`config.mk`:
```
export PLATFORM = sky130hd
export DESIGN_NAME = bank_arbiter
export DESIGN_NICKNAME = d
export VERILOG_FILES = /design/src/mp_pkg.sv /design/src/bank_arbiter.sv
export VERILOG_INCLUDE_DIRS = /design/src
export SDC_FILE = /design/constraint.sdc
export NUM_CORES = 1
export LEC_CHECK = 0
export BUFFER_PORTS_ARGS = -buffer_cell sky130_fd_sc_hd__buf_4
export CAP_MARGIN = 25
export CORE_AREA = 5 5 42 44
export DETAILED_ROUTE_END_ITERATION = 6
export DIE_AREA = 0 0 47 49
export GPL_TIMING_DRIVEN = 0
export PLACE_DENSITY = 0.58
export SYNTH_ARGS = -nofsm -noshare
export SYNTH_HDL_FRONTEND = slang
export SYNTH_SLANG_ARGS = --single-unit
```
`constraint.sdc`:
```
create_clock -name clk -period 2.99 [get_ports clk]
set_input_delay 0 -clock clk [delete_from_list [all_inputs] [get_ports clk]]
set_output_delay 0 -clock clk [all_outputs]
set_load 0.05 [all_outputs]
```
`src/mp_params.svh`:
```
`ifndef MP_PARAMS_SVH
`define MP_PARAMS_SVH

// Data path and bank geometry
`define MP_DATA_W 32
`define MP_BANK_W 3                // Low address bits pick the bank
`define MP_ROW_W 6
`define MP_ADDR_W (`MP_BANK_W + `MP_ROW_W)
`define MP_NUM_BANKS (1 << `MP_BANK_W)
`define MP_NUM_ROWS (1 << `MP_ROW_W)

// Refresh scheduling
`define MP_REFR_MAX_PEND 4
`define MP_REFR_WAIT 3             // Cycles a blocked refresh waits before it is forced

// Counter widths that must hold the limits above
`define MP_PEND_W 3
`define MP_WAIT_W 2

`endif

```
`src/mp_pkg.sv`:
```
`include "mp_params.svh"

package mp_pkg;

  // Port address is row in the high bits, bank in the low bits
  typedef logic [`MP_DATA_W-1:0] data_t;
  typedef logic [`MP_ADDR_W-1:0] addr_t;
  typedef logic [`MP_BANK_W-1:0] bank_t;
  typedef logic [`MP_ROW_W-1:0]  row_t;

  typedef logic [`MP_PEND_W-1:0] pend_t;

  typedef enum logic [1:0] {
    REFR_IDLE,
    REFR_WAIT,
    REFR_FORCE
  } refr_state_t;

endpackage

```
`src/bank_arbiter.sv`:
```
`timescale 1ns/1ps
`include "mp_params.svh"

module bank_arbiter (
  input  logic          clk,
  input  logic          rst,
  input  logic          p0_cyc,
  input  logic          p0_stb,
  input  mp_pkg::addr_t p0_adr,
  input  logic          p1_cyc,
  input  logic          p1_stb,
  input  mp_pkg::addr_t p1_adr,
  input  logic          refr_req,
  input  logic          refr_force,
  input  mp_pkg::bank_t refr_bank,
  output logic [1:0]    grant,
  output logic          refr_grant,
  output logic          p0_ack,
  output logic          p1_ack
);
  import mp_pkg::*;

  bank_t bank0;
  bank_t bank1;
  logic  req0;
  logic  req1;
  logic  blk0;
  logic  blk1;
  logic  refr_busy;

  assign bank0 = p0_adr[`MP_BANK_W-1:0];
  assign bank1 = p1_adr[`MP_BANK_W-1:0];

  // A request seen during its own ack cycle is the one just finished
  assign req0 = p0_cyc && p0_stb && !p0_ack;
  assign req1 = p1_cyc && p1_stb && !p1_ack;

  assign blk0 = refr_force && (bank0 == refr_bank);
  assign blk1 = refr_force && (bank1 == refr_bank);

  always_comb begin
    grant[0] = req0 && !blk0;
    grant[1] = req1 && !blk1 && !(grant[0] && (bank0 == bank1)); // Port 1 yields on a conflict
  end

  // Opportunistic refresh only goes to a bank that no port takes this cycle
  assign refr_busy = (grant[0] && (bank0 == refr_bank)) ||
                     (grant[1] && (bank1 == refr_bank));
  assign refr_grant = refr_req && (refr_force || !refr_busy);

  always_ff @(posedge clk) begin
    if (rst) begin
      p0_ack <= 1'b0;
      p1_ack <= 1'b0;
    end else begin
      p0_ack <= grant[0];
      p1_ack <= grant[1];
    end
  end

  // A granted access is acked next cycle and cannot be granted again in it
  a_p0_one_ack: assert property (@(posedge clk) disable iff (rst)
    grant[0] |=> (p0_ack && !grant[0]))
    else $error("bank_arbiter: port 0 granted during its ack");

  a_p1_one_ack: assert property (@(posedge clk) disable iff (rst)
    grant[1] |=> (p1_ack && !grant[1]))
    else $error("bank_arbiter: port 1 granted during its ack");

  a_bank_excl: assert property (@(posedge clk) disable iff (rst)
    !(grant[0] && grant[1] && (bank0 == bank1)))
    else $error("bank_arbiter: both ports granted bank %0d", bank0);

endmodule

```
* After elaboration in Yosys (flattened, before gate mapping)
Cells that the tools add are included.
** Word-level totals
- Flip-flop bits (word level) :: 2
- Input port bits :: 29
- Output and inout port bits :: 5
- Word-level logic and storage cells :: 26
** Operators by class
- Equal/unequal tests :: 3
- Reduce and logical (&&, ||, !) cells :: 21
** Operators by type and width (number)
- logical AND 1 bit :: 13
- equality test 3 bit :: 3
- logical NOT 1 bit :: 6
- logical OR 1 bit :: 2

* Longest topological paths before layout
- Depth in word-level cells :: 12
- Gate-level depth with buffers :: 3
- Mapped depth without buffers :: 3

* Least setup slack after synthesis
OpenSTA, ideal clock, no wires.
- Path kind :: register to output
- From :: register p0_ack
- To :: output port grant[1]
- Data arrival time :: 2.203 ns
- Data required time :: 2.990 ns
- Setup slack :: 0.787 ns
- Cell stages (with the launch flop) :: 4
- Buffers on the path :: 0
- Cells stage by stage :: dfxtp_1 > nand3b_1 > nor4_1 > a221oi_1
** On the way
- Longest elaborated chain between the ends :: 6
** Ends and longest elaborated chain
- start, declared :: RTL line bank_arbiter.sv:18 : output logic p0_ack,
- start signal, assigned :: RTL line bank_arbiter.sv:56 : p0_ack <= grant[0];
- logical NOT 1 bit :: RTL line bank_arbiter.sv:35 : assign req0 = p0_cyc && p0_stb && !p0_ack;
- logical AND 1 bit :: RTL line bank_arbiter.sv:35
- logical AND 1 bit :: RTL line bank_arbiter.sv:42 : grant[0] = req0 && !blk0;
- logical AND 1 bit :: RTL line bank_arbiter.sv:43 : grant[1] = req1 && !blk1 && !(grant[0] && (bank0 == bank1));
- logical NOT 1 bit :: RTL line bank_arbiter.sv:43
- logical AND 1 bit :: RTL line bank_arbiter.sv:43
- end, declared :: RTL line bank_arbiter.sv:16 : output logic [1:0] grant,
No other way between the ends.

* Final worst setup path
- From :: register p0_ack
- To :: output port refr_grant
** On the way
- Longest elaborated chain between the ends :: 11
- Elaborated cells on any way between the ends :: 12
- Classes of those cells :: reduce/logical (12)
** Ends and longest elaborated chain
- logical NOT 1 bit * :: RTL line bank_arbiter.sv:35
- logical AND 1 bit * :: RTL line bank_arbiter.sv:35
- logical AND 1 bit * :: RTL line bank_arbiter.sv:42
- logical AND 1 bit :: RTL line bank_arbiter.sv:43
- logical NOT 1 bit :: RTL line bank_arbiter.sv:43
- logical AND 1 bit :: RTL line bank_arbiter.sv:43
- logical AND 1 bit :: RTL line bank_arbiter.sv:48 : (grant[1] && (bank1 == refr_bank));
- logical OR 1 bit * :: RTL line bank_arbiter.sv:47 : assign refr_busy = (grant[0] && (bank0 == refr_bank)) ||
- logical NOT 1 bit * :: RTL line bank_arbiter.sv:49 : assign refr_grant = refr_req && (refr_force || !refr_busy);
- logical OR 1 bit * :: RTL line bank_arbiter.sv:49
- logical AND 1 bit * :: RTL line bank_arbiter.sv:49
- end, declared :: RTL line bank_arbiter.sv:17 : output logic refr_grant,
Every way passes the cells marked *; elsewhere a longest branch is shown, timed or not.

==> impl_metrics.toml <==
[outcome]
status = "completed"

[logic_synthesis]
yosys.area.top_type = "xor2_1"
yosysSeqAreaShare = 0.168
yosysMostFrequentCell = "xor2_1"
synthFlopType = "dfxtp_1"
ys_types = 15
synth_edf_count = 0
synthesis.nets = 55
ys_ff_latch = 2
syn_inst = 26
synthTopCellsByCount = "9 x xor2_1, 2 x a221oi_1, 2 x dfxtp_1, 2 x nand3b_1"
ys_async_sr_fraction = 0
syn_area_um2 = 239
synth_mux_area_frac = 0
synth_top_family_by_area = "simple AND/OR/NAND/NOR gates"
yosys.area_share.adder = 0
syn_avg_cell_area_um2 = 9.19
yosysWarnings = 0
yosys.area_share.xor_xnor = 0.330
ys_top_cells_by_area = "xor2_1 33%, dfxtp_1 17%, a221oi_1 7.3%, nand3b_1 6.3%, or4b_4 5.8%"
synth-simple-area-share = 0.366
synth_compound_area_frac = 0.136
yosys.area.top_type_share = 0.330

[power]
leakagePower_nw = 0.209
power-per-cell-area_mw_per_mm2 = 332
ir_drop_uv = 156

[routing]
routed-via-count = 291
routed_wl_um = 734
first_pass_iters = 2
viasPerCell = 4.28
antenna_left = 0
drt-initial-drc-count = 5
routedWlPerCell_um = 10.8
drc = 0

[flow_run]
drv_cap = 0

[final_layout]
final_cells = 68
fin_nets = 83
diodes = 0
area_delta_synth_final_pct = 92.1
fin_util = 0.328
fillers = 155
drive_gt1_frac = 0.519

[hold_path]
hold_class = "in2reg"

[worst_setup_path]
rr_endpoint = "p1_ack$_SDFF_PP0_"
endpoint_kind = "primary output"
critPathTopFamily = "simple AND/OR/NAND/NOR gates"
path_cells = "nand3b_1 -> or4_1 -> a31oi_1 -> buf_4"
worst-path-buf-inv = 1
crit_slowest_cell = "or4_1"
arrival_ns = 1.66
crit_end = "refr_grant"
critPathMaxFanout = 4
r2r_setup_slack_ns = 1.78
slowest_delay_ns = 0.54
path_class = "reg2out"
timing.rr.start = "p0_ack$_SDFF_PP0_"
startpoint = "p0_ack$_SDFF_PP0_"
r2r_cells = 3
required_ns = 2.99
path_depth = 4
startpoint_type = "flip-flop"

[global_routing]
grt_remaining_overflow = 0
grtUsageTotal = 0.0731
grt_pass1_vias = 290
grt_pass1_wl_um = 1160
grt_max_degree = 6
antenna_found_initial = 0

[clock_network]
post_cts_buffers = 0
clockBufferDepth = 2
cts-resized-gates = 0
clkLatencyLatePin_ns = 0.22
cts_buffers = 3
clock_sinks = 2
cts_root_buffer = "clkbuf_4"
ctsHtreeMaxLevel = 1
clkSlewWorstSetupHoldPaths_ns = 0.03
cts_tree = "built"

[timing]
report.final.slew_viol_count = 0
fin_crit_ns = 1.66
tns_ns = 0
tightest_slew_ns = 0.349
max_clock_freq_mhz = 603
finClkSkew_ns = 0.00539
hold_viol = 0
finalSetupViolations = 0
whs_ns = 0.152
period_share = 0.554
relSlewSlack = 0.766
rsz0062_at_grt = "false"

[floorplan]
start_util = 0.171
die_h_um = 49
core.rowCount = 14
dieWidth_um = 47
fp.dieArea_mm2 = 0.00230
fp.coreArea_mm2 = 0.00140
io_pins = 34

[place]
placed_cells = 63
gp_congestion = 0.657
portBuffers = 21
-- sequential cells by signal, summed over array words and instances, names as in the netlist --
name / count
p0_ack: 1
p1_ack: 1
-- kinds of logic (layout without fill, tap and decap cells) --
family,Yosys count,count (layout)
AOI/OAI and AO/OA,4,4
and+or+nand+nor,11,11
buffers and inverters,0,26
xor gates and xnor gates,9,9
DFF,2,2
-- worst register-to-register path: stages, from the launching register on --
cell and delay (ns):
dfxtp_1 0.30, nand3b_1 0.23, nor4_1 0.40, a221oi_1 0.15
-- metal layers --
| metal | vias up | wire length, um | GRT usage | share of wire |
|---|---|---|---|---|
| met5 | - | 0 | 0 | 0 |
| met4 | 0 | 0 | 0.0691 | 0 |
| met3 | 0 | 77 | 0.0295 | 0.10 |
| met2 | 9 | 411 | 0.113 | 0.56 |
| met1 | 127 | 244 | 0.0677 | 0.33 |
| li1 | 155 | - | - | - |
-- layout make-up --
class / instances / area [um2] / area share
Timing Repair Buffer: 23 / 178 / 0.387
Multi-Input combinational cell: 24 / 199 / 0.433
Sequential cell: 2 / 40.0 / 0.0872
Clock buffer: 3 / 22.5 / 0.0490
Tap cell: 16 / 20.0 / 0.0436
-- metrics by stage --
stage	setup slack, ns	cell area [um2]	power [mW]
global placement	1.53	417	0.0908
finish	1.33	459	0.152
detailed placement	1.56	417	0.0911
global route	1.20	459	0.164
floorplan	0.787	239	0.0611
CTS	1.32	459	0.157
-- cell usage in the layout (no fill, tap or decap), drive strengths merged, types with 2 or more instances in the layout --
master / instances
clkbuf: 3
dfxtp: 2
a221oi: 2
dlygate4sd3: 2
buf: 21
nand3b: 2
xor2: 9
-- report_power, final --
group          total [mW]  internal [mW]  switching (mW)
clock              0.0601         0.0443          0.0157
sequential         0.0287         0.0281        0.000612
combinational      0.0634         0.0304          0.0330
total               0.152          0.103          0.0493
-- repair_timing --
action                                 in CTS  in global routing
endpoints found under the hold margin       2                  0
setup endpoints to repair                   0                  0
hold buffers                                2                  0
-- how the worst min path moves through the flow --
stage,from,end,slack [ns],depth (start not counted)
4_1_cts,p0_stb,p0_ack$_SDFF_PP0_,0.15,3
3_3_place_gp,rst,p0_ack$_SDFF_PP0_,0.18,2
2_1_floorplan,rst,p0_ack$_SDFF_PP0_,0.07,1
3_5_place_dp,rst,p0_ack$_SDFF_PP0_,0.18,2
6_report,p0_stb,p0_ack$_SDFF_PP0_,0.15,3
5_1_grt,p0_stb,p0_ack$_SDFF_PP0_,0.18,3
Power figures use the tool's default switching activity.
