[src/mp_params.svh]
`ifndef MP_PARAMS_SVH
`define MP_PARAMS_SVH

// Data path and bank geometry
`define MP_DATA_W 32
`define MP_BANK_W 3                // Low address bits pick the bank
`define MP_ROW_W 6
`define MP_ADDR_W (`MP_BANK_W + `MP_ROW_W)
`define MP_NUM_BANKS (1 << `MP_BANK_W)
`define MP_NUM_ROWS (1 << `MP_ROW_W)

// Refresh scheduling
`define MP_REFR_MAX_PEND 4
`define MP_REFR_WAIT 3             // Cycles a blocked refresh waits before it is forced

// Counter widths that must hold the limits above
`define MP_PEND_W 3
`define MP_WAIT_W 2

`endif

[src/mp_pkg.sv]
`include "mp_params.svh"

package mp_pkg;

  // Port address is row in the high bits, bank in the low bits
  typedef logic [`MP_DATA_W-1:0] data_t;
  typedef logic [`MP_ADDR_W-1:0] addr_t;
  typedef logic [`MP_BANK_W-1:0] bank_t;
  typedef logic [`MP_ROW_W-1:0]  row_t;

  typedef logic [`MP_PEND_W-1:0] pend_t;

  typedef enum logic [1:0] {
    REFR_IDLE,
    REFR_WAIT,
    REFR_FORCE
  } refr_state_t;

endpackage

[src/refresh_sched.sv]
`timescale 1ns/1ps
`include "mp_params.svh"

module refresh_sched (
  input  logic          clk,
  input  logic          rst,
  input  logic          refr,
  input  logic          refr_grant,
  output logic          refr_req,
  output logic          refr_force,
  output mp_pkg::bank_t refr_bank,
  output logic          refr_vld,
  output mp_pkg::bank_t refr_bank_out
);
  import mp_pkg::*;

  typedef logic [`MP_WAIT_W-1:0] wait_t;

  localparam pend_t MAX_PEND  = pend_t'(`MP_REFR_MAX_PEND);
  localparam wait_t WAIT_LAST = wait_t'(`MP_REFR_WAIT - 1);

  refr_state_t state;
  refr_state_t state_nxt;
  pend_t       pend;
  pend_t       pend_nxt;
  wait_t       wait_cnt;
  bank_t       ptr;
  logic        take;

  assign take     = refr && (pend != MAX_PEND);   // Pulses beyond the limit are dropped
  assign pend_nxt = pend + pend_t'(take) - pend_t'(refr_grant);

  assign refr_req   = (state != REFR_IDLE);
  assign refr_force = (state == REFR_FORCE);
  assign refr_bank  = ptr;

  // State follows the pending count, so IDLE means nothing is pending
  always_comb begin
    state_nxt = state;
    case (state)
      REFR_IDLE: if (pend_nxt != '0) state_nxt = REFR_WAIT;
      REFR_WAIT: begin
        if (refr_grant) begin
          state_nxt = (pend_nxt == '0) ? REFR_IDLE : REFR_WAIT;
        end else if (wait_cnt == WAIT_LAST) begin
          state_nxt = REFR_FORCE;
        end
      end
      REFR_FORCE: if (refr_grant) state_nxt = (pend_nxt == '0) ? REFR_IDLE : REFR_WAIT;
      default: state_nxt = REFR_IDLE;
    endcase
  end

  always_ff @(posedge clk) begin
    if (rst) begin
      state    <= REFR_IDLE;
      pend     <= '0;
      wait_cnt <= '0;
      ptr      <= '0;
      refr_vld <= 1'b0;
    end else begin
      state    <= state_nxt;
      pend     <= pend_nxt;
      wait_cnt <= (state == REFR_WAIT && !refr_grant) ? wait_cnt + 1'b1 : '0;
      refr_vld <= refr_grant;
      if (refr_grant) ptr <= ptr + 1'b1;           // Wraps from the last bank to 0
    end
  end

  always_ff @(posedge clk) begin
    if (refr_grant) refr_bank_out <= ptr;
  end

  a_pend_limit: assert property (@(posedge clk) disable iff (rst) pend <= MAX_PEND)
    else $error("refresh_sched: pending count %0d over limit", pend);

endmodule

[config.mk]
export PLATFORM = sky130hd
export DESIGN_NAME = refresh_sched
export DESIGN_NICKNAME = d
export VERILOG_FILES = /design/src/mp_pkg.sv /design/src/refresh_sched.sv
export VERILOG_INCLUDE_DIRS = /design/src
export SDC_FILE = /design/constraint.sdc
export NUM_CORES = 1
export LEC_CHECK = 0
export BUFFER_PORTS_ARGS = -buffer_cell sky130_fd_sc_hd__buf_2
export CORE_AREA = 2 2 40 42
export DETAILED_ROUTE_END_ITERATION = 10
export DIE_AREA = 0 0 42 44
export PLACE_DENSITY = 0.66
export SLEW_MARGIN = 10
export SYNTH_ARGS = -nofsm -noshare
export SYNTH_HDL_FRONTEND = slang
export SYNTH_SLANG_ARGS = --single-unit
export TNS_END_PERCENT = 20
[constraint.sdc]
create_clock -name clk -period 2 [get_ports clk]
set_input_delay 0.1 -clock clk [delete_from_list [all_inputs] [get_ports clk]]
set_output_delay 0.1 -clock clk [all_outputs]
set_load 0.03 [all_outputs]
== Word level (Yosys, flattened, before mapping) ==
Cells that the tools add are included.

* $add $sub $neg: 4
* Muxes and demuxes: 6
* Eq/ne operators: 7
* Bitwise logic cells: 1
* Reduce and logical (&&, ||, !) cells: 9

{| class="wikitable"
|+ Operators with widths
! cell !! count
|-
| $mux 2 || 4
|-
| $ne 3x3->1 const B || 2
|-
| $pmux 2 s3 || 1
|-
| $eq 2x2->1 const B || 2
|-
| $ne 2x2->1 const B || 2
|-
| $add 3x1->3 || 1
|-
| $add 3x1->3 const B || 1
|-
| $logic_not 3->1 || 1
|-
| $reduce_and 3->1 || 1
|-
| $reduce_bool 3->1 || 1
|-
| $sub 3x1->3 || 1
|-
| $add 2x1->2 const B || 1
|-
| $eq 2x1->1 const B || 1
|-
| $logic_and 1x1->1 || 2
|-
| $logic_not 2->1 || 1
|-
| $reduce_bool 2->1 || 1
|-
| $reduce_or 2->1 || 1
|-
| $logic_not 1->1 || 1
|-
| $mux 1 || 1
|-
| $not 1->1 || 1
|}

* Logic and storage cells: 33
* Register bits after elaboration: 14
* Input port bits: 4
* Output and inout bits: 9

== Depth between registers and ports, before layout ==
Gate-level depths: netlist of the first run.

* Word-level depth: 8
* Mapped depth: 10
* Gate-level depth less buffers: 10

== Worst setup path before layout of the first run ==
OpenSTA, ideal clock, no wires.

* Path kind: flip-flop to flip-flop
* Start point: register pend[1]
* End point: register state[0]
* Cell stages (with the launch flop): 11
* Data arrival time: 1,716 ps
* Clock period less this slack: 1,847 ps
* Path slack: 153 ps
* Setup time: 131 ps
* Data required time: 1,869 ps
* Cell sequence: dfxtp_1 -> nor2_1 -> nand2_1 -> nand2_1 -> ha_1 -> inv_1 -> ha_1 -> fa_1 -> xnor3_1 -> nor3_1 -> o31ai_1

* Cells in the longest elaborated chain, start to end: 8
* Elaborated cells between the ends (all ways): 12

{| class="wikitable"
|+ Ends and longest elaborated chain
! element !! RTL line !! text
|-
| start, declared || refresh_sched.sv:24 || <nowiki>pend_t pend;</nowiki>
|-
| start signal, assigned || refresh_sched.sv:63 || <nowiki>pend <= pend_nxt;</nowiki>
|-
| $ne 3x3->1 || refresh_sched.sv:30 || <nowiki>assign take = refr && (pend != MAX_PEND);</nowiki>
|-
| $logic_and 1x1->1 || refresh_sched.sv:30 ||
|-
| $add 3x1->3 (*) || refresh_sched.sv:31 || <nowiki>assign pend_nxt = pend + pend_t'(take) - pend_t'(refr_grant);</nowiki>
|-
| $sub 3x1->3 (*) || refresh_sched.sv:31 ||
|-
| $logic_not 3->1 || refresh_sched.sv:44, refresh_sched.sv:49 ||
|-
| $mux 1 || refresh_sched.sv:44, refresh_sched.sv:49 ||
|-
| $mux 2 (on tied branches) || refresh_sched.sv:49, refresh_sched.sv:43 ||
|-
| $pmux 2 s3 || refresh_sched.sv:40 || <nowiki>case (state)</nowiki>
|-
| end signal, assigned || refresh_sched.sv:62 || <nowiki>state <= state_nxt;</nowiki>
|-
| end, declared || refresh_sched.sv:22 || <nowiki>refr_state_t state;</nowiki>
|}

Mark *: on every way between the ends. The rest lies on a longest branch, timed or not. The select of a mux whose other input is x is not followed.
A chain may end at the register's enable or synchronous reset.

== Final worst setup path of the first run ==
Ends and elaborated chain as after synthesis.

==> flow_summary.ini, run 1 <==
[outcome]
status = completed

[worst_setup_path]
crit_end = state[0]
r2r_slack_ns = 0.11
worstSetupEndpointType = register
crit_chain = nor2_1 -> nand2_1 -> nand2_1 -> ha_1 -> inv_1 -> ha_2 -> fa_2 -> xnor3_1 -> nor3_2 -> o31ai_1
reg2reg_to = state[0]
r2r-start = pend[1]
required_ns = 2.16
slowest_delay_ns = 0.36
worstSetupPathType = reg -> reg
slowest_stage = dfxtp_2
cpMostUsedCell = nand2_1
path_max_fanout = 3
reg2reg_depth = 10
start_kind = register
crit_start = pend[1]
crit_arrival_ns = 2.05

[hold_path]
hp-class = in -> reg

[yosys]
ys.warnings.count = 0
synthCells = 53
synth-seq-cells = 14
ys_seq_area_frac = 0.525
syn-num-nets = 62
syn_avg_cell_area_um2 = 11.1
synth.cell_area_um2 = 591
synth_cell_types = 22

[run]
cap_viol_max_count = 0

[floorplanning]
dieArea_um2 = 1850
rows = 14
core_area_um2 = 1420
dieHeight_um = 44
die-width_um = 42
ios = 13
floorplan.initialDensity = 0.416

[grt]
grt_max_degree = 13
antenna_found_initial = 0
overflow = 0
grt_pass1_wl_um = 1640
grt_pass1_vias = 387
track_usage = 0.129

[final_layout]
layout_common_cells = 12 x buf_2, 9 x dfxtp_1, 6 x nor2b_1
drive_above_1_share = 0.324
area_growth_pct = 18.9
nets = 78
final_area_um2 = 702
final_common_cell = buf_2
antennaDiodeCount = 0

[route]
drc = 0
drt-pass1-iter-count = 2
ant_nets = 0
wl_per_cell_um = 11.4
routed_wl_um = 961
drt-initial-drc-count = 2
via_per_inst = 4.81
via_count = 404

[power]
swShare = 0.320
power.density_nw_per_um2 = 1180
combPwrFrac = 0.352
switching_power_w = 0.000264
p_leak_nw = 0.315
p_seq_frac = 0.453
clkPwrFrac = 0.194
internal-power_w = 0.000562
irDropWorstVdd_uv = 579

[clock_tree]
cts_made_buffers = 3
cts_buffer_depth = 2
ctsHtreeMaxLevel = 1
ctsHoldBuffers = 0
numClockSinks = 14
root_buffer = clkbuf_4
cts_tree = done
clock_latency_ns = 0.27
clkTransAtPathRegs_ns = 0.08
cts_setup_buffers = 0

[sta]
slew_headroom = 0.869
setup-violations-final = 0
max_freq_ghz = 0.529
hold_violations = 0
post-route-period-util = 0.946
setup-tns-final_ns = 0
period_needed_ns = 1.89
rsz0062_at_grt = yes
drv_slew = 0
clock_skew_ns = 0.00229
worst_slew_pin_slew_ns = 0.195

[place]
detailed_place_hpwl_um = 702
place_area_um2 = 663
portBuffers = 12
routabilityCongestion = 0.710
-- registers in the layout (all words and copies together) (netlist names) --
name,cells
state,2
refr_bank,3
refr_vld,1
wait_cnt,2
refr_bank_out,3
pend,3
-- logic make-up (layout without fill, tap and decap cells) --
family          after synthesis  count (layout)  share of synthesized area
mux                           1               1                     0.0169
simple gates                 21              21                      0.186
fa+ha+maj                     5               5                      0.119
compound gates                3               3                     0.0339
flops                        14              14                      0.525
buf+inv                       6              21                     0.0508
xor+xnor                      3               3                     0.0678
-- layout make-up --
cell class | instances | area [um2]
Fill cell | 141 | 717
Sequential cell | 14 | 313
Multi-Input combinational cell | 33 | 260
Timing Repair Buffer | 13 | 67.6
Clock buffer | 4 | 26.3
Tap cell | 16 | 20.0
Inverter | 4 | 15.0
-- cells in the mapped netlist --
| cell type | count | area share |
|---|---|---|
| dfxtp_1 | 11 | 0.37 |
| nor2b_1 | 6 | 0.064 |
| ha_1 | 4 | 0.085 |
| inv_1 | 4 | 0.025 |
| nand2_1 | 4 | 0.025 |
| nor2_1 | 4 | 0.025 |
| edfxtp_1 | 3 | 0.15 |
| nor3_1 | 2 | 0.017 |
| nor4_1 | 2 | 0.021 |
| a21boi_0 | 1 | 0.013 |
| a21oi_1 | 1 | 0.0085 |
| buf_6 | 1 | 0.019 |
| clkbuf_1 | 1 | 0.0063 |
| fa_1 | 1 | 0.034 |
| mux2i_1 | 1 | 0.017 |
| nand2b_1 | 1 | 0.011 |
| o31ai_1 | 1 | 0.013 |
| or2_2 | 1 | 0.011 |
| or4_1 | 1 | 0.013 |
| xnor2_1 | 1 | 0.015 |
| xnor3_1 | 1 | 0.038 |
| xor2_1 | 1 | 0.015 |
-- repair_timing --
action / 4_1_cts / 5_1_grt
endpoints found under the setup margin: 1 / 1
resized for setup: 1 / 4
pin swaps: 0 / 7
-- routing by layer --
layer	vias to the layer above	wire [um]	track usage
li1	204	-	-
met1	192	417	0.132
met2	6	498	0.216
met3	2	29	0.0375
met4	0	15	0.116
met5	-	0	0
-- worst max-delay path, delay by kind of cell, from the launching register on --
family                   cells  cell delay, ns
adder cells (fa/ha/maj)      3            0.80
AO/OA/AOI/OAI                1            0.07
XOR/XNOR                     1            0.21
flip-flops                   1            0.36
buffers and inverters        1            0.04
AND/OR/NAND/NOR              4            0.30
-- how the worst min path moves through the flow --
| stage | from | end | slack, ns | cells after the start |
|---|---|---|---|---|
| 2_1_floorplan | rst | pend[2] | 0.17 | 1 |
| 3_3_place_gp | wait_cnt[0] | wait_cnt[0] | 0.41 | 1 |
| 3_5_place_dp | wait_cnt[0] | wait_cnt[0] | 0.41 | 1 |
| 4_1_cts | rst | refr_bank[2] | 0.13 | 2 |
| 5_1_grt | rst | pend[0] | 0.15 | 2 |
| 6_report | rst | refr_bank[0] | 0.14 | 2 |
-- through the flow --
| step | worst slack (ns) | util | cells | power, W | hold WS (ns) |
|---|---|---|---|---|---|
| finish | 0.109 | 0.495 | 84 | 0.000826 | 0.136 |
| global route | -0.0504 | 0.495 | 84 | 0.000887 | 0.146 |
| CTS | 0.0353 | 0.487 | 84 | 0.000815 | 0.130 |
| detailed placement | 0.00416 | 0.467 | 80 | 0.000651 | 0.413 |
| global placement | 0.0962 | 0.467 | 80 | 0.000635 | 0.409 |
| floorplan | 0.153 | - | 53 | 0.000585 | 0.172 |
-- power by group through the flow --
stage / Sequential [W] / Clock (W) / Combinational [W]
finish: 0.000375 / 0.000161 / 0.000291
floorplan: 0.000389 / 0 / 0.000196
global route: 0.000381 / 0.000182 / 0.000323
global placement: 0.000376 / 0 / 0.000259
detailed placement: 0.000378 / 0 / 0.000273
CTS: 0.000373 / 0.000168 / 0.000274
(Power assumes the default switching activity.)
==> run 2: changes to the inputs <==
--- a/config.mk
+++ b/config.mk
@@ -8,6 +8,7 @@
 export LEC_CHECK = 0
 export BUFFER_PORTS_ARGS = -buffer_cell sky130_fd_sc_hd__buf_2
 export CORE_AREA = 2 2 40 42
+export CTS_BUF_LIST = sky130_fd_sc_hd__clkbuf_2
 export DETAILED_ROUTE_END_ITERATION = 10
 export DIE_AREA = 0 0 42 44
 export PLACE_DENSITY = 0.66
==> flow_summary.ini, run 2 (same netlist as run 1, synthesis figures left out) <==
[power]
p_leak_nw = 0.317
irDropWorstVdd_uv = 444
power.density_nw_per_um2 = 1150
power_w = 0.000801

[route]
drt-pass1-iter-count = 3
wl_per_cell_um = 11.4
drc = 0
ant_nets = 0
via_count = 404
drt-initial-drc-count = 11
routed_wl_um = 957
via_per_inst = 4.81

[hold_path]
hp-class = in -> reg
hold_path.startpoint = rst

[final_layout]
multi_input_area_um2 = 260
layout_common_cells = 12 x buf_2, 9 x dfxtp_1, 6 x nor2b_1
area_growth_pct = 17.8
antennaDiodeCount = 0
seq_area_um2 = 313
drive_above_1_share = 0.338
fillCellCount = 140
final_area_um2 = 696
final_common_cell = buf_2
nets = 78

[clock_tree]
cts_buffer_depth = 2
ctsHtreeMaxLevel = 1
clock_latency_ns = 0.26
cts_made_buffers = 3
ctsHoldBuffers = 0
clkTransAtPathRegs_ns = 0.13
numClockSinks = 14
cts_tree = done
root_buffer = clkbuf_2
cts_setup_buffers = 0

[floorplanning]
core_area_um2 = 1420
dieHeight_um = 44
die-width_um = 42
floorplan.initialDensity = 0.416
rows = 14
ios = 13
dieArea_um2 = 1850

[worst_setup_path]
crit_arrival_ns = 2.06
worstSetupEndpointType = register
required_ns = 2.16
start_kind = register
crit_chain = nor2_1 -> nand2_1 -> nand2_1 -> ha_1 -> inv_1 -> ha_2 -> fa_2 -> xnor3_1 -> nor3_2 -> o31ai_1
crit_start = pend[1]
worstSetupPathType = reg -> reg
slowest_delay_ns = 0.37
r2r-start = pend[1]
path_max_fanout = 3
slowest_stage = dfxtp_2
cpMostUsedCell = nand2_1

[outcome]
status = completed

[place]
routabilityCongestion = 0.710
portBuffers = 12
place_area_um2 = 663
detailed_place_hpwl_um = 702

[sta]
setup-violations-final = 0
hold_violations = 0
holdWs_ns = 0.140
rsz0062_at_grt = yes
drv_slew = 0
slew_headroom = 0.870
max_freq_ghz = 0.526
clock_skew_ns = 0.00553
worst_slew_pin_slew_ns = 0.193
period_needed_ns = 1.90
post-route-period-util = 0.950
setup-tns-final_ns = 0

[grt]
antenna_found_initial = 0
overflow = 0
grt_pass1_vias = 397
grt_pass1_wl_um = 1640
grt_max_degree = 13
track_usage = 0.122

[run]
cap_viol_max_count = 0
## run 2: per-stage QoR
| stage | setup slack (ns) | utilization | cells |
|---|---|---|---|
| floorplan | 0.153 | - | 53 |
| global placement | 0.0962 | 0.467 | 80 |
| detailed placement | 0.00416 | 0.467 | 80 |
| CTS | 0.0221 | 0.482 | 84 |
| global route | -0.0572 | 0.490 | 84 |
| finish | 0.100 | 0.490 | 84 |
## run 2: metal layers
metal  vias to the layer above  global-route usage  part of all wire
li1                        206                   -                 -
met1                       194               0.137              0.43
met2                         4               0.213              0.54
met3                         0              0.0375             0.026
met4                         0              0.0581                 0
met5                         -                   0                 0
## run 2: worst paths after layout
check        cells past startpoint  slack [ns]      endpoint
max                             10        0.10      state[0]
min                              2        0.14  refr_bank[0]
max reg2reg                     10        0.10      state[0]
min reg2reg                      1        0.42   wait_cnt[0]
## run 2: what timing repair did
item                                   in CTS  in global routing
pin swaps                                   0                  7
setup endpoints to repair                   1                  1
endpoints found under the hold margin       0                  0
gates resized for setup                     1                  4
## run 2: cell type report
type | count | share of cell area
Multi-Input combinational cell | 33 | 0.374
Inverter | 4 | 0.0216
Clock buffer | 4 | 0.0288
Sequential cell | 14 | 0.450
Tap cell | 16 | 0.0288
Timing Repair Buffer | 13 | 0.0971
## run 2: power by group
group          switching, W  total (W)  internal (W)  leakage, nW
logic              0.000145   0.000290      0.000145        0.178
clock network     0.0000825   0.000136     0.0000531       0.0166
registers         0.0000358   0.000375      0.000339        0.122
total              0.000263   0.000801      0.000538        0.317
## run 2: worst max-delay path: cells and delay by family, from the launching register on
kind | cells | cell delay (ns)
AOI/OAI and AO/OA | 1 | 0.07
and+or+nand+nor | 4 | 0.30
buffers and inverters | 1 | 0.04
adders and majority gates | 3 | 0.80
DFF | 1 | 0.37
xor gates and xnor gates | 1 | 0.21
